[src/logic/conv_consts.svh]
`ifndef CONV_CONSTS_SVH
`define CONV_CONSTS_SVH

// image is square, CONV_IMG_W pixels on each side
`define CONV_IMG_W    8
`define CONV_K        3
// valid patches per row and per column
`define CONV_OUT_W    6
`define CONV_PATCHES  36

`define CONV_PIX_BITS 8
`define CONV_WGT_BITS 8
// nine full-range products need 20 bits
`define CONV_SUM_BITS 20

`endif
[src/logic/conv_ctrl_pkg.sv]
`default_nettype none

package conv_ctrl_pkg;

    typedef enum logic [3:0] {
        IDLE,
        ADDR,
        LOAD,
        MAC0,
        MAC1,
        MAC2,
        SUM,
        ACC,
        STORE,
        UPDATE_COUNTERS,
        CHECK_DONE
    } seq_state_t;

    // 0 selects no row, 1..3 select kernel rows 0..2
    typedef logic [1:0] row_sel_t;

    typedef struct packed {
        logic     addr;
        logic     load;
        row_sel_t row_sel;
        logic     flush_acc;
        logic     acc_enable;
        logic     store;
        logic     counter_enable;
    } ctrl_strobes_t;

endpackage

`default_nettype wire

[src/logic/conv_data_pkg.sv]
`default_nettype none

`include "conv_consts.svh"

package conv_data_pkg;

    typedef logic        [`CONV_PIX_BITS-1:0] pixel_t;
    typedef logic signed [`CONV_WGT_BITS-1:0] weight_t;
    typedef logic        [5:0]                pix_addr_t;
    // kernel index 0 to 8
    typedef logic        [3:0]                wgt_addr_t;
    typedef logic        [2:0]                coord_t;

    // unsigned pixel times signed weight
    typedef logic signed [`CONV_PIX_BITS+`CONV_WGT_BITS:0] product_t;
    typedef logic signed [`CONV_SUM_BITS-2:0]              row_sum_t;
    typedef logic signed [`CONV_SUM_BITS-1:0]              conv_sum_t;

    // row r0 is the top row of the patch
    typedef struct packed {
        pixel_t [0:`CONV_K-1] r0;
        pixel_t [0:`CONV_K-1] r1;
        pixel_t [0:`CONV_K-1] r2;
    } window_t;

endpackage

`default_nettype wire

[src/logic/conv_engine.sv]
`timescale 1ns/1ps
`default_nettype none

module conv_engine
    import conv_data_pkg::*;
    import conv_ctrl_pkg::*;
(
    input  wire logic      clk,
    input  wire logic      rst_n,
    input  wire logic      start,
    input  wire logic      pix_we,
    input  wire pix_addr_t pix_addr,
    input  wire pixel_t    pix_data,
    input  wire logic      wgt_we,
    input  wire wgt_addr_t wgt_addr,
    input  wire weight_t   wgt_data,
    output logic           busy,
    output logic           done,
    output logic           result_valid,
    output conv_sum_t      result_data,
    output coord_t         result_row,
    output coord_t         result_col
);

    ctrl_strobes_t ctrl;
    coord_t        out_row;
    coord_t        out_col;
    window_t       window;
    logic          run_done;

    // flag is already set in CHECK_DONE, show it once the engine is idle
    assign done = run_done & ~busy;

    conv_control u_control (
        .clk   (clk),
        .rst_n (rst_n),
        .start (start),
        .done  (run_done),
        .ctrl  (ctrl),
        .busy  (busy)
    );

    patch_counter u_counter (
        .clk     (clk),
        .rst_n   (rst_n),
        .start   (start),
        .ctrl    (ctrl),
        .out_row (out_row),
        .out_col (out_col),
        .done    (run_done)
    );

    window_buffer u_window (
        .clk      (clk),
        .rst_n    (rst_n),
        .busy     (busy),
        .pix_we   (pix_we),
        .pix_addr (pix_addr),
        .pix_data (pix_data),
        .ctrl     (ctrl),
        .out_row  (out_row),
        .out_col  (out_col),
        .window   (window)
    );

    row_mac u_mac (
        .clk          (clk),
        .rst_n        (rst_n),
        .busy         (busy),
        .wgt_we       (wgt_we),
        .wgt_addr     (wgt_addr),
        .wgt_data     (wgt_data),
        .ctrl         (ctrl),
        .window       (window),
        .out_row      (out_row),
        .out_col      (out_col),
        .result_valid (result_valid),
        .result_data  (result_data),
        .result_row   (result_row),
        .result_col   (result_col)
    );

endmodule

`default_nettype wire

[src/logic/row_mac.sv]
`timescale 1ns/1ps
`default_nettype none

`include "conv_consts.svh"

module row_mac
    import conv_data_pkg::*;
    import conv_ctrl_pkg::*;
(
    input  wire logic          clk,
    input  wire logic          rst_n,
    input  wire logic          busy,
    input  wire logic          wgt_we,
    input  wire wgt_addr_t     wgt_addr,
    input  wire weight_t       wgt_data,
    input  wire ctrl_strobes_t ctrl,
    input  wire window_t       window,
    input  wire coord_t        out_row,
    input  wire coord_t        out_col,
    output logic               result_valid,
    output conv_sum_t          result_data,
    output coord_t             result_row,
    output coord_t             result_col
);

    localparam int NUM_WGT = `CONV_K * `CONV_K;

    weight_t              wgt [0:NUM_WGT-1];
    pixel_t [0:`CONV_K-1] sel_pix;
    wgt_addr_t            sel_base;
    product_t             prod [0:`CONV_K-1];
    row_sum_t             row_sum_next;
    row_sum_t             row_sum_q;
    logic                 row_valid_q;
    conv_sum_t            partial;
    conv_sum_t            acc;

    always_ff @(posedge clk)
    begin
        if (wgt_we && !busy && (wgt_addr < wgt_addr_t'(NUM_WGT)))
        begin
            wgt[wgt_addr] <= wgt_data;
        end
    end

    // pick pixel row and first weight index of that kernel row
    always_comb
    begin
        case (ctrl.row_sel)
            2'd2:
            begin
                sel_pix  = window.r1;
                sel_base = wgt_addr_t'(3);
            end
            2'd3:
            begin
                sel_pix  = window.r2;
                sel_base = wgt_addr_t'(6);
            end
            default:
            begin
                sel_pix  = window.r0;
                sel_base = wgt_addr_t'(0);
            end
        endcase
        for (int j = 0; j < `CONV_K; j++)
        begin
            // zero-extend the pixel so the multiply stays signed
            prod[j] = $signed({1'b0, sel_pix[j]}) * wgt[sel_base + wgt_addr_t'(j)];
        end
        row_sum_next = row_sum_t'(prod[0]) + row_sum_t'(prod[1]) + row_sum_t'(prod[2]);
    end

    always_ff @(posedge clk)
    begin
        row_sum_q <= row_sum_next;
    end

    always_ff @(posedge clk or negedge rst_n)
    begin
        if (!rst_n)
        begin
            row_valid_q  <= 1'b0;
            partial      <= '0;
            acc          <= '0;
            result_valid <= 1'b0;
        end
        else
        begin
            row_valid_q  <= (ctrl.row_sel != 2'd0);
            result_valid <= ctrl.store;
            // registered row sum lands one cycle after its MAC step
            if (ctrl.flush_acc)
            begin
                partial <= '0;
            end
            else if (row_valid_q)
            begin
                partial <= partial + conv_sum_t'(row_sum_q);
            end
            if (ctrl.acc_enable)
            begin
                acc <= partial;
            end
        end
    end

    // counters still hold this patch during STORE
    always_ff @(posedge clk)
    begin
        if (ctrl.store)
        begin
            result_data <= acc;
            result_row  <= out_row;
            result_col  <= out_col;
        end
    end

endmodule

`default_nettype wire

[src/logic/window_buffer.sv]
`timescale 1ns/1ps
`default_nettype none

`include "conv_consts.svh"

module window_buffer
    import conv_data_pkg::*;
    import conv_ctrl_pkg::*;
(
    input  wire logic          clk,
    input  wire logic          rst_n,
    input  wire logic          busy,
    input  wire logic          pix_we,
    input  wire pix_addr_t     pix_addr,
    input  wire pixel_t        pix_data,
    input  wire ctrl_strobes_t ctrl,
    input  wire coord_t        out_row,
    input  wire coord_t        out_col,
    output window_t            window
);

    localparam int NUM_PIX = `CONV_IMG_W * `CONV_IMG_W;

    pixel_t  img [0:NUM_PIX-1];
    coord_t  base_row;
    coord_t  base_col;
    window_t win_next;

    // image is 8 wide, so the address is just {row, col}
    function automatic pix_addr_t pix_index(input coord_t row, input coord_t col);
        return {row, col};
    endfunction

    // image store, frozen during a run
    always_ff @(posedge clk)
    begin
        if (pix_we && !busy)
        begin
            img[pix_addr] <= pix_data;
        end
    end

    always_ff @(posedge clk or negedge rst_n)
    begin
        if (!rst_n)
        begin
            base_row <= '0;
            base_col <= '0;
        end
        else if (ctrl.addr)
        begin
            base_row <= out_row;
            base_col <= out_col;
        end
    end

    // 3x3 neighbourhood at the latched base
    always_comb
    begin
        for (int j = 0; j < `CONV_K; j++)
        begin
            win_next.r0[j] = img[pix_index(base_row, base_col + coord_t'(j))];
            win_next.r1[j] = img[pix_index(base_row + coord_t'(1), base_col + coord_t'(j))];
            win_next.r2[j] = img[pix_index(base_row + coord_t'(2), base_col + coord_t'(j))];
        end
    end

    always_ff @(posedge clk)
    begin
        if (ctrl.load)
        begin
            window <= win_next;
        end
    end

endmodule

`default_nettype wire

[src/logic/patch_counter.sv]
`timescale 1ns/1ps
`default_nettype none

`include "conv_consts.svh"

module patch_counter
    import conv_data_pkg::*;
    import conv_ctrl_pkg::*;
(
    input  wire logic          clk,
    input  wire logic          rst_n,
    input  wire logic          start,
    input  wire ctrl_strobes_t ctrl,
    output coord_t             out_row,
    output coord_t             out_col,
    output logic               done
);

    localparam coord_t LAST = coord_t'(`CONV_OUT_W - 1);

    logic last_col;
    logic last_patch;

    assign last_col   = (out_col == LAST);
    assign last_patch = last_col && (out_row == LAST);

    always_ff @(posedge clk or negedge rst_n)
    begin
        if (!rst_n)
        begin
            out_row <= '0;
            out_col <= '0;
            done    <= 1'b0;
        end
        else if (start)
        begin
            out_row <= '0;
            out_col <= '0;
            done    <= 1'b0;
        end
        else if (ctrl.counter_enable)
        begin
            if (last_patch)
            begin
                // wrap to the origin, done stays set until next start
                out_row <= '0;
                out_col <= '0;
                done    <= 1'b1;
            end
            else if (last_col)
            begin
                out_col <= '0;
                out_row <= out_row + coord_t'(1);
            end
            else
            begin
                out_col <= out_col + coord_t'(1);
            end
        end
    end

endmodule

`default_nettype wire

[src/logic/conv_control.sv]
`timescale 1ns/1ps
`default_nettype none

module conv_control
    import conv_ctrl_pkg::*;
(
    input  wire logic    clk,
    input  wire logic    rst_n,
    input  wire logic    start,
    input  wire logic    done,
    output ctrl_strobes_t ctrl,
    output logic          busy
);

    seq_state_t state;
    seq_state_t next_state;

    always_ff @(posedge clk or negedge rst_n)
    begin
        if (!rst_n)
        begin
            state <= IDLE;
        end
        else
        begin
            state <= next_state;
        end
    end

    // next state and strobe decode
    always_comb
    begin
        ctrl       = '0;
        next_state = state;

        case (state)
            IDLE:
            begin
                if (start)
                begin
                    next_state = ADDR;
                end
            end
            ADDR:
            begin
                // latch patch base, start a fresh partial sum
                ctrl.addr      = 1'b1;
                ctrl.flush_acc = 1'b1;
                next_state     = LOAD;
            end
            LOAD:
            begin
                ctrl.load  = 1'b1;
                next_state = MAC0;
            end
            MAC0:
            begin
                ctrl.row_sel = row_sel_t'(2'd1);
                next_state   = MAC1;
            end
            MAC1:
            begin
                ctrl.row_sel = row_sel_t'(2'd2);
                next_state   = MAC2;
            end
            MAC2:
            begin
                ctrl.row_sel = row_sel_t'(2'd3);
                next_state   = SUM;
            end
            SUM:
            begin
                // last row sum drains into the partial sum here
                next_state = ACC;
            end
            ACC:
            begin
                ctrl.acc_enable = 1'b1;
                next_state      = STORE;
            end
            STORE:
            begin
                ctrl.store = 1'b1;
                next_state = UPDATE_COUNTERS;
            end
            UPDATE_COUNTERS:
            begin
                ctrl.counter_enable = 1'b1;
                next_state          = CHECK_DONE;
            end
            CHECK_DONE:
            begin
                if (done)
                begin
                    next_state = IDLE;
                end
                else
                begin
                    next_state = ADDR;
                end
            end
            default:
            begin
                next_state = IDLE;
            end
        endcase
    end

    assign busy = (state != IDLE);

endmodule

`default_nettype wire

[config.mk]
export PLATFORM = sky130hd
export DESIGN_NAME = conv_engine
export DESIGN_NICKNAME = d
export VERILOG_FILES = /design/src/logic/conv_ctrl_pkg.sv /design/src/logic/conv_data_pkg.sv /design/src/logic/conv_engine.sv /design/src/logic/row_mac.sv /design/src/logic/window_buffer.sv /design/src/logic/patch_counter.sv /design/src/logic/conv_control.sv
export VERILOG_INCLUDE_DIRS = /design/src /design/src/logic
export SDC_FILE = /design/constraint.sdc
export NUM_CORES = 2
export LEC_CHECK = 0
export BUFFER_PORTS_ARGS = -buffer_cell sky130_fd_sc_hd__clkbuf_2
export CORE_UTILIZATION = 65
export CTS_CLUSTER_SIZE = 12
export DETAILED_ROUTE_END_ITERATION = 8
export PLACE_DENSITY = 0.82
export REMOVE_ABC_BUFFERS = 1
export SLEW_MARGIN = 25
export SYNTH_ARGS = -nofsm -noshare
export SYNTH_HDL_FRONTEND = slang
export SYNTH_SLANG_ARGS = --single-unit
[constraint.sdc]
create_clock -name clk -period 25.1 [get_ports clk]
set_input_delay 2.51 -clock clk [delete_from_list [all_inputs] [get_ports clk]]
set_output_delay 2.51 -clock clk [all_outputs]
set_load 0.005 [all_outputs]
* After elaboration in Yosys (flattened, before gate mapping)
Memories as Yosys holds them, arrays and structs flattened. A register that Yosys moved wholly into a read port is not among the register bits.
Index checks and enable logic that the tools add are counted.
** Word-level totals
- Input port bits :: 31
- Memories :: 2
- RAM bits :: 584
- Register bits :: 104
- Word-level logic and storage cells :: 90
** Memories
- u_window.img :: depth 64, bits a word 8, rd ports 9, clocked after Yosys merged registers in 9, write ports 1, RTL line window_buffer.sv:24 : pixel_t img [0:NUM_PIX-1];
- u_mac.wgt :: depth 9, bits a word 8, rd ports 3, clocked after Yosys merged registers in 0, write ports 1, RTL line row_mac.sv:28 : weight_t wgt [0:NUM_WGT-1];
** Cells by class
- Order comparisons :: 1
- Bitwise operators :: 2
- Equal/unequal tests :: 15
- Reduce and logical (&&, ||, !) cells :: 14
- Add/subtract/negate cells :: 11
- Multiplexer cells :: 28
- Multiply operators :: 3
** Operators with widths (count)
- multiplier 9 x 8 -> 17 bit :: 3
- one-hot mux 24 bit (2 select lines) :: 1
- one-hot mux 4 bit (11 select lines) :: 1
- two-way mux 20 bit :: 2
- two-way mux 3 bit :: 8
- adder 20 x 19 -> 20 bit :: 1
- adder 18 x 17 -> 19 bit :: 1
- adder 17 x 17 -> 18 bit :: 1
- equality test 4 x 3 -> 1 bit (second input constant) :: 4
- two-way mux 1 bit :: 13
- adder 3 x 1 -> 3 bit (second input constant) :: 4
- equality test 4 bit (second input constant) :: 3
- equality test 4 x 2 -> 1 bit (second input constant) :: 2
- nonzero test 2 bit :: 4
- adder 3 x 2 -> 3 bit (second input constant) :: 2
- equality test 3 bit (second input constant) :: 2
- one-hot mux 2 bit (3 select lines) :: 1
- one-hot mux 3 bit (2 select lines) :: 1
- adder 3 x 1 -> 4 bit (second input constant) :: 1
- adder 3 x 2 -> 4 bit (second input constant) :: 1
- equality test 2 bit (second input constant) :: 2
- equality test 4 x 1 -> 1 bit (second input constant) :: 1
- logical AND 1 bit :: 4
- logical NOT 4 bit :: 1
- 9 further kinds :: 10

* Longest topological paths before layout
An unclocked memory read counts as a cell.
- Depth in word-level cells :: 9
- Gate-level depth with buffers :: 29
- Mapped depth without buffers :: 26

* Modules after synthesis
Synthesis repeated with hierarchy kept, for this count alone.
** Unflattened totals
- Cell total of the unflattened synthesis :: 3567
- Area total of the unflattened synthesis :: 47436.7 um^2
** Modules (own cells, without submodules)
- window_buffer :: seq. area each 17687.0 um^2, cells an instance 2064, area each 31915.6 um^2, instances 1
- row_mac :: seq. area each 4374.2 um^2, cells an instance 1437, area each 14856.7 um^2, instances 1
- patch_counter :: seq. area each 175.2 um^2, cells an instance 36, area each 359.1 um^2, instances 1
- conv_control :: seq. area each 100.1 um^2, cells an instance 29, area each 291.5 um^2, instances 1
- conv_engine :: seq. area each 0.0 um^2, cells an instance 1, area each 13.8 um^2, instances 1

* Worst setup path after synthesis
No wires, ideal clock.
- Path kind :: register -> register
- From :: reg u_control.state[0]
- To :: reg, netlist name u_window.window[0]
- Setup slack :: 16.058 ns
- Data required time :: 24.394 ns
- Clock period less this slack :: 9.042 ns
- Path buffers :: 3
- Cell stages (with the launch flop) :: 5
- Arrival time :: 8.336 ns
- Cell sequence :: dfrtp_1 > clkbuf_1 > clkbuf_1 > clkbuf_1 > nor4b_1
** Between the ends
- Cells in the longest elaborated chain, start to end :: 2
** Ends and longest elaborated chain
- start: declaration :: RTL line conv_control.sv:15 : seq_state_t state;
- start signal: assignment :: RTL line conv_control.sv:26 : state <= next_state;
- equality test 4 x 2 -> 1 bit :: RTL line conv_control.sv:36 : case (state)
- two-way mux 1 bit :: RTL line conv_control.sv:36
No other way between the ends.
A chain may end at the register's enable or synchronous reset.

* Final worst setup path
- From :: reg u_control.state[1]
- To :: reg u_mac.row_sum_q[18]
** Between the ends
- Cells in the longest elaborated chain, start to end :: 9
- Elaborated cells between the ends (all ways) :: 16
- Classes of those cells :: add/sub (4); mul (3); eq/ne (5); mux (3); memory (1)
** Ends and longest elaborated chain
- equality test 4 x 3 -> 1 bit or equality test 4 x 2 -> 1 bit (tied branches) :: RTL line conv_control.sv:36
- one-hot mux 2 bit (3 select lines) * :: RTL line conv_control.sv:36
- equality test 2 bit :: RTL line row_mac.sv:49 : case (ctrl.row_sel)
- one-hot mux 3 bit (2 select lines) :: RTL line row_mac.sv:49
- adder 3 x 1 -> 4 bit :: RTL line row_mac.sv:69 : prod[j] = $signed({1'b0, sel_pix[j]}) * wgt[sel_base + wgt_addr_t'(j)];
- memory read (9 x 8 bit)
- multiplier 9 x 8 -> 17 bit :: RTL line row_mac.sv:69
- adder 17 x 17 -> 18 bit :: RTL line row_mac.sv:71 : row_sum_next = row_sum_t'(prod[0]) + row_sum_t'(prod[1]) + row_sum_t'(prod[2]);
- adder 18 x 17 -> 19 bit * :: RTL line row_mac.sv:71
- via u_mac.row_sum_next[18] :: RTL line row_mac.sv:32 : row_sum_t row_sum_next;
- end signal: assignment :: RTL line row_mac.sv:76 : row_sum_q <= row_sum_next;
- end: declaration :: RTL line row_mac.sv:33 : row_sum_t row_sum_q;
Mark *: on every way through the listed nets, which the timed path passes. The rest lies on a longest branch.

==> reports/results.ini <==
[status]
status = finished, final reports clean

[die]
start_util_pct = 65.84
die_x_um = 268.8
die_height_um = 268.8
num_rows = 97
core_area_um2 = 70270
ioPinCount = 60
die_area_um2 = 72250

[clock_tree]
post_cts_buffers = 0
cts.path.max_buffers = 3
cts-resized-gates = 0
cts_sinks = 760
root_buffer = clkbuf_16
path_clk_slew_ns = 0.06
ctsHoldBuffers = 0
cts_tree = built
htreeDepth = 3
worst_skew_pair.late_latency_ns = 0.64
cts_buffers = 79

[synth]
synth_edf_count = 682
ys.flop_type = edfxtp_1
synthesis.area_um2 = 46270
yosysMostFrequentCell = edfxtp_1
yosysSeqAreaShare_pct = 48.28
synth_area_per_cell_um2 = 14.62
synth_cells = 3165
synthTopCellsByArea = edfxtp_1, mux4_2, fa_1, mux2i_1, ha_1
synth_top_area_cell = edfxtp_1
async_flop_share_pct = 7.763
yosysWarnings = 0
ys_types = 61
yosysTopAreaCellShare_pct = 44.27
synth_seq_cells = 760
synth_common_cells = edfxtp_1, mux4_2, mux2i_1

[drt]
wl_mm = 126.8
wl_per_cell_um = 30.63
dr.pass1.iters = 8
route.detailed.drc = 0
ant_nets = 0
vias = 28930
viasPerCell = 6.987
drtIter0Drc = 3599

[placement]
numPortBuffers = 59
dpl.hpwl_mm = 89.83
gp_congestion = 1.048

[setup_path]
start_kind = flip-flop
cpPeakStageDelay_ns = 0.80
startpoint = u_control.state[1]
end_kind = flip-flop
cp_common_cell = fa_1
cp.arrival_ns = 8.97
path_class = flip-flop to flip-flop
crit_required_ns = 25.60
r2r-start = u_control.state[1]
cpMaxStageDelayCell = nor3_1
crit_fanout = 45

[sta]
final-hold-violation-count = 0
fin_skew_ns = 0.03218
tightest_slew_ns = 1.092
fmax_ghz = 0.1182
timing.setup.tns_ns = 0
rsz0062_at_grt = false
finalWorstPathRequiredPeriod_ns = 8.460
fin_crit_sh_pct = 33.71
finalMaxSlewViolations = 0
relSlewSlack_pct = 26.94
setup_viol = 0

[global_route]
grt_pass1_wl_mm = 186.0
grt_use_total_pct = 35.99
grt_pass1_vias = 29340
antenna_found_initial = 2
grt_max_degree = 149
grt.overflow.total = 0

[final_layout]
fill_cells = 4409
drive_gt1_share_pct = 22.09
fin_nets = 3490
synthToLayoutAreaGrowth_pct = 7.102

[job]
drv_cap = 0

[min_path]
hp-start = u_mac.acc[10]
hold_class = flip-flop to flip-flop

## cell usage in the layout (no fill, tap or decap), types with 8 or more instances in the layout
| master | instances |
|---|---|
| edfxtp_1 | 682 |
| mux4_2 | 364 |
| mux2i_1 | 310 |
| nor2_1 | 281 |
| inv_1 | 251 |
| fa_1 | 167 |
| ha_1 | 133 |
| nand2_1 | 129 |
| a21oi_1 | 103 |
| mux2_2 | 95 |
| clkbuf_16 | 79 |
| o21ai_0 | 62 |
| clkbuf_2 | 61 |
| dfrtp_1 | 53 |
| buf_4 | 38 |
| or3_1 | 31 |
| o221ai_1 | 28 |
| xnor2_1 | 23 |
| clkbuf_1 | 22 |
| or2_2 | 20 |
| nand2b_1 | 19 |
| dfxtp_1 | 19 |
| nor3_1 | 16 |
| a21o_1 | 15 |
| and3_1 | 15 |
| and2_1 | 13 |
| nand3_1 | 13 |
| xor2_1 | 11 |
| nand3b_1 | 11 |
| o221a_2 | 10 |
| a211oi_1 | 10 |
| a221oi_1 | 8 |
| clkinv_1 | 8 |
## metrics by stage
stage,hold WS [ns],worst slack (ns),util [%],cells,cell area (µm²)
2_1_floorplan,0.4194,6.870,-,2975,45360
3_3_place_gp,0.4288,16.77,67.24,4013,47250
3_5_place_dp,0.4295,16.68,67.24,4013,47250
4_1_cts,0.4435,16.66,70.47,4137,49520
5_1_grt,0.4511,16.14,70.51,4141,49550
6_report,0.4436,16.64,70.51,4141,49550
## registers in the layout, summed over array words and instances (netlist names), 4 cells and up
signal / flops
u_window.img: 512
u_mac.wgt: 72
u_window.window: 72
u_mac.acc: 20
u_mac.partial: 20
u_mac.result_data: 20
u_mac.row_sum_q: 19
u_control.state: 4
## kinds of logic after synthesis
family	share of synthesized area, %
xor+xnor	0.6815
mux	26.88
fa+ha+maj	10.88
flops	48.28
compound gates	3.716
buf+inv	4.005
simple gates	5.560
## final timing paths
kind / endpoint / slack [ns] / cells past startpoint
worst max register to register: u_mac.row_sum_q[18] / 16.64 / 25
min in group asynchronous: u_mac.acc[4] / 2.03 / 2
max in group asynchronous: u_window.base_row[0] / 22.48 / 2
worst min register to register: u_mac.result_data[10] / 0.44 / 0
worst min-delay path: u_mac.result_data[10] / 0.44 / 0
worst max-delay path: u_mac.row_sum_q[18] / 16.64 / 25
## layout make-up
cell class | count | area, µm² | share of cell area [%]
well taps | 940 | 1176 | 2.374
repair buffers | 101 | 618.1 | 1.247
inverters | 252 | 945.9 | 1.909
clock inverters | 22 | 193.9 | 0.3914
clock buffers | 102 | 2073 | 4.184
multi-input cells | 1963 | 22190 | 44.77
diodes | 1 | 2.502 | 0.005050
flip-flops and latches | 760 | 22360 | 45.12
## layer usage
metal | vias to the layer above | routed length, µm | global-route usage, %
li1 | 12010 | - | -
met1 | 14780 | 43490 | 44.05
met2 | 1755 | 61180 | 57.89
met3 | 385 | 12730 | 8.402
met4 | 2 | 9415 | 23.42
met5 | - | 14 | 0
## worst max-delay path, delay by kind of cell (launching register included)
family,cells,cell delay [ns]
buf+inv,5,0.28
compound gates,6,1.26
fa+ha+maj,8,3.92
simple gates,5,2.10
flops,1,0.63
xor+xnor,1,0.14
Power is not shown: default switching activity piles up to over one toggle a cycle in this logic, so the estimate is an artifact.
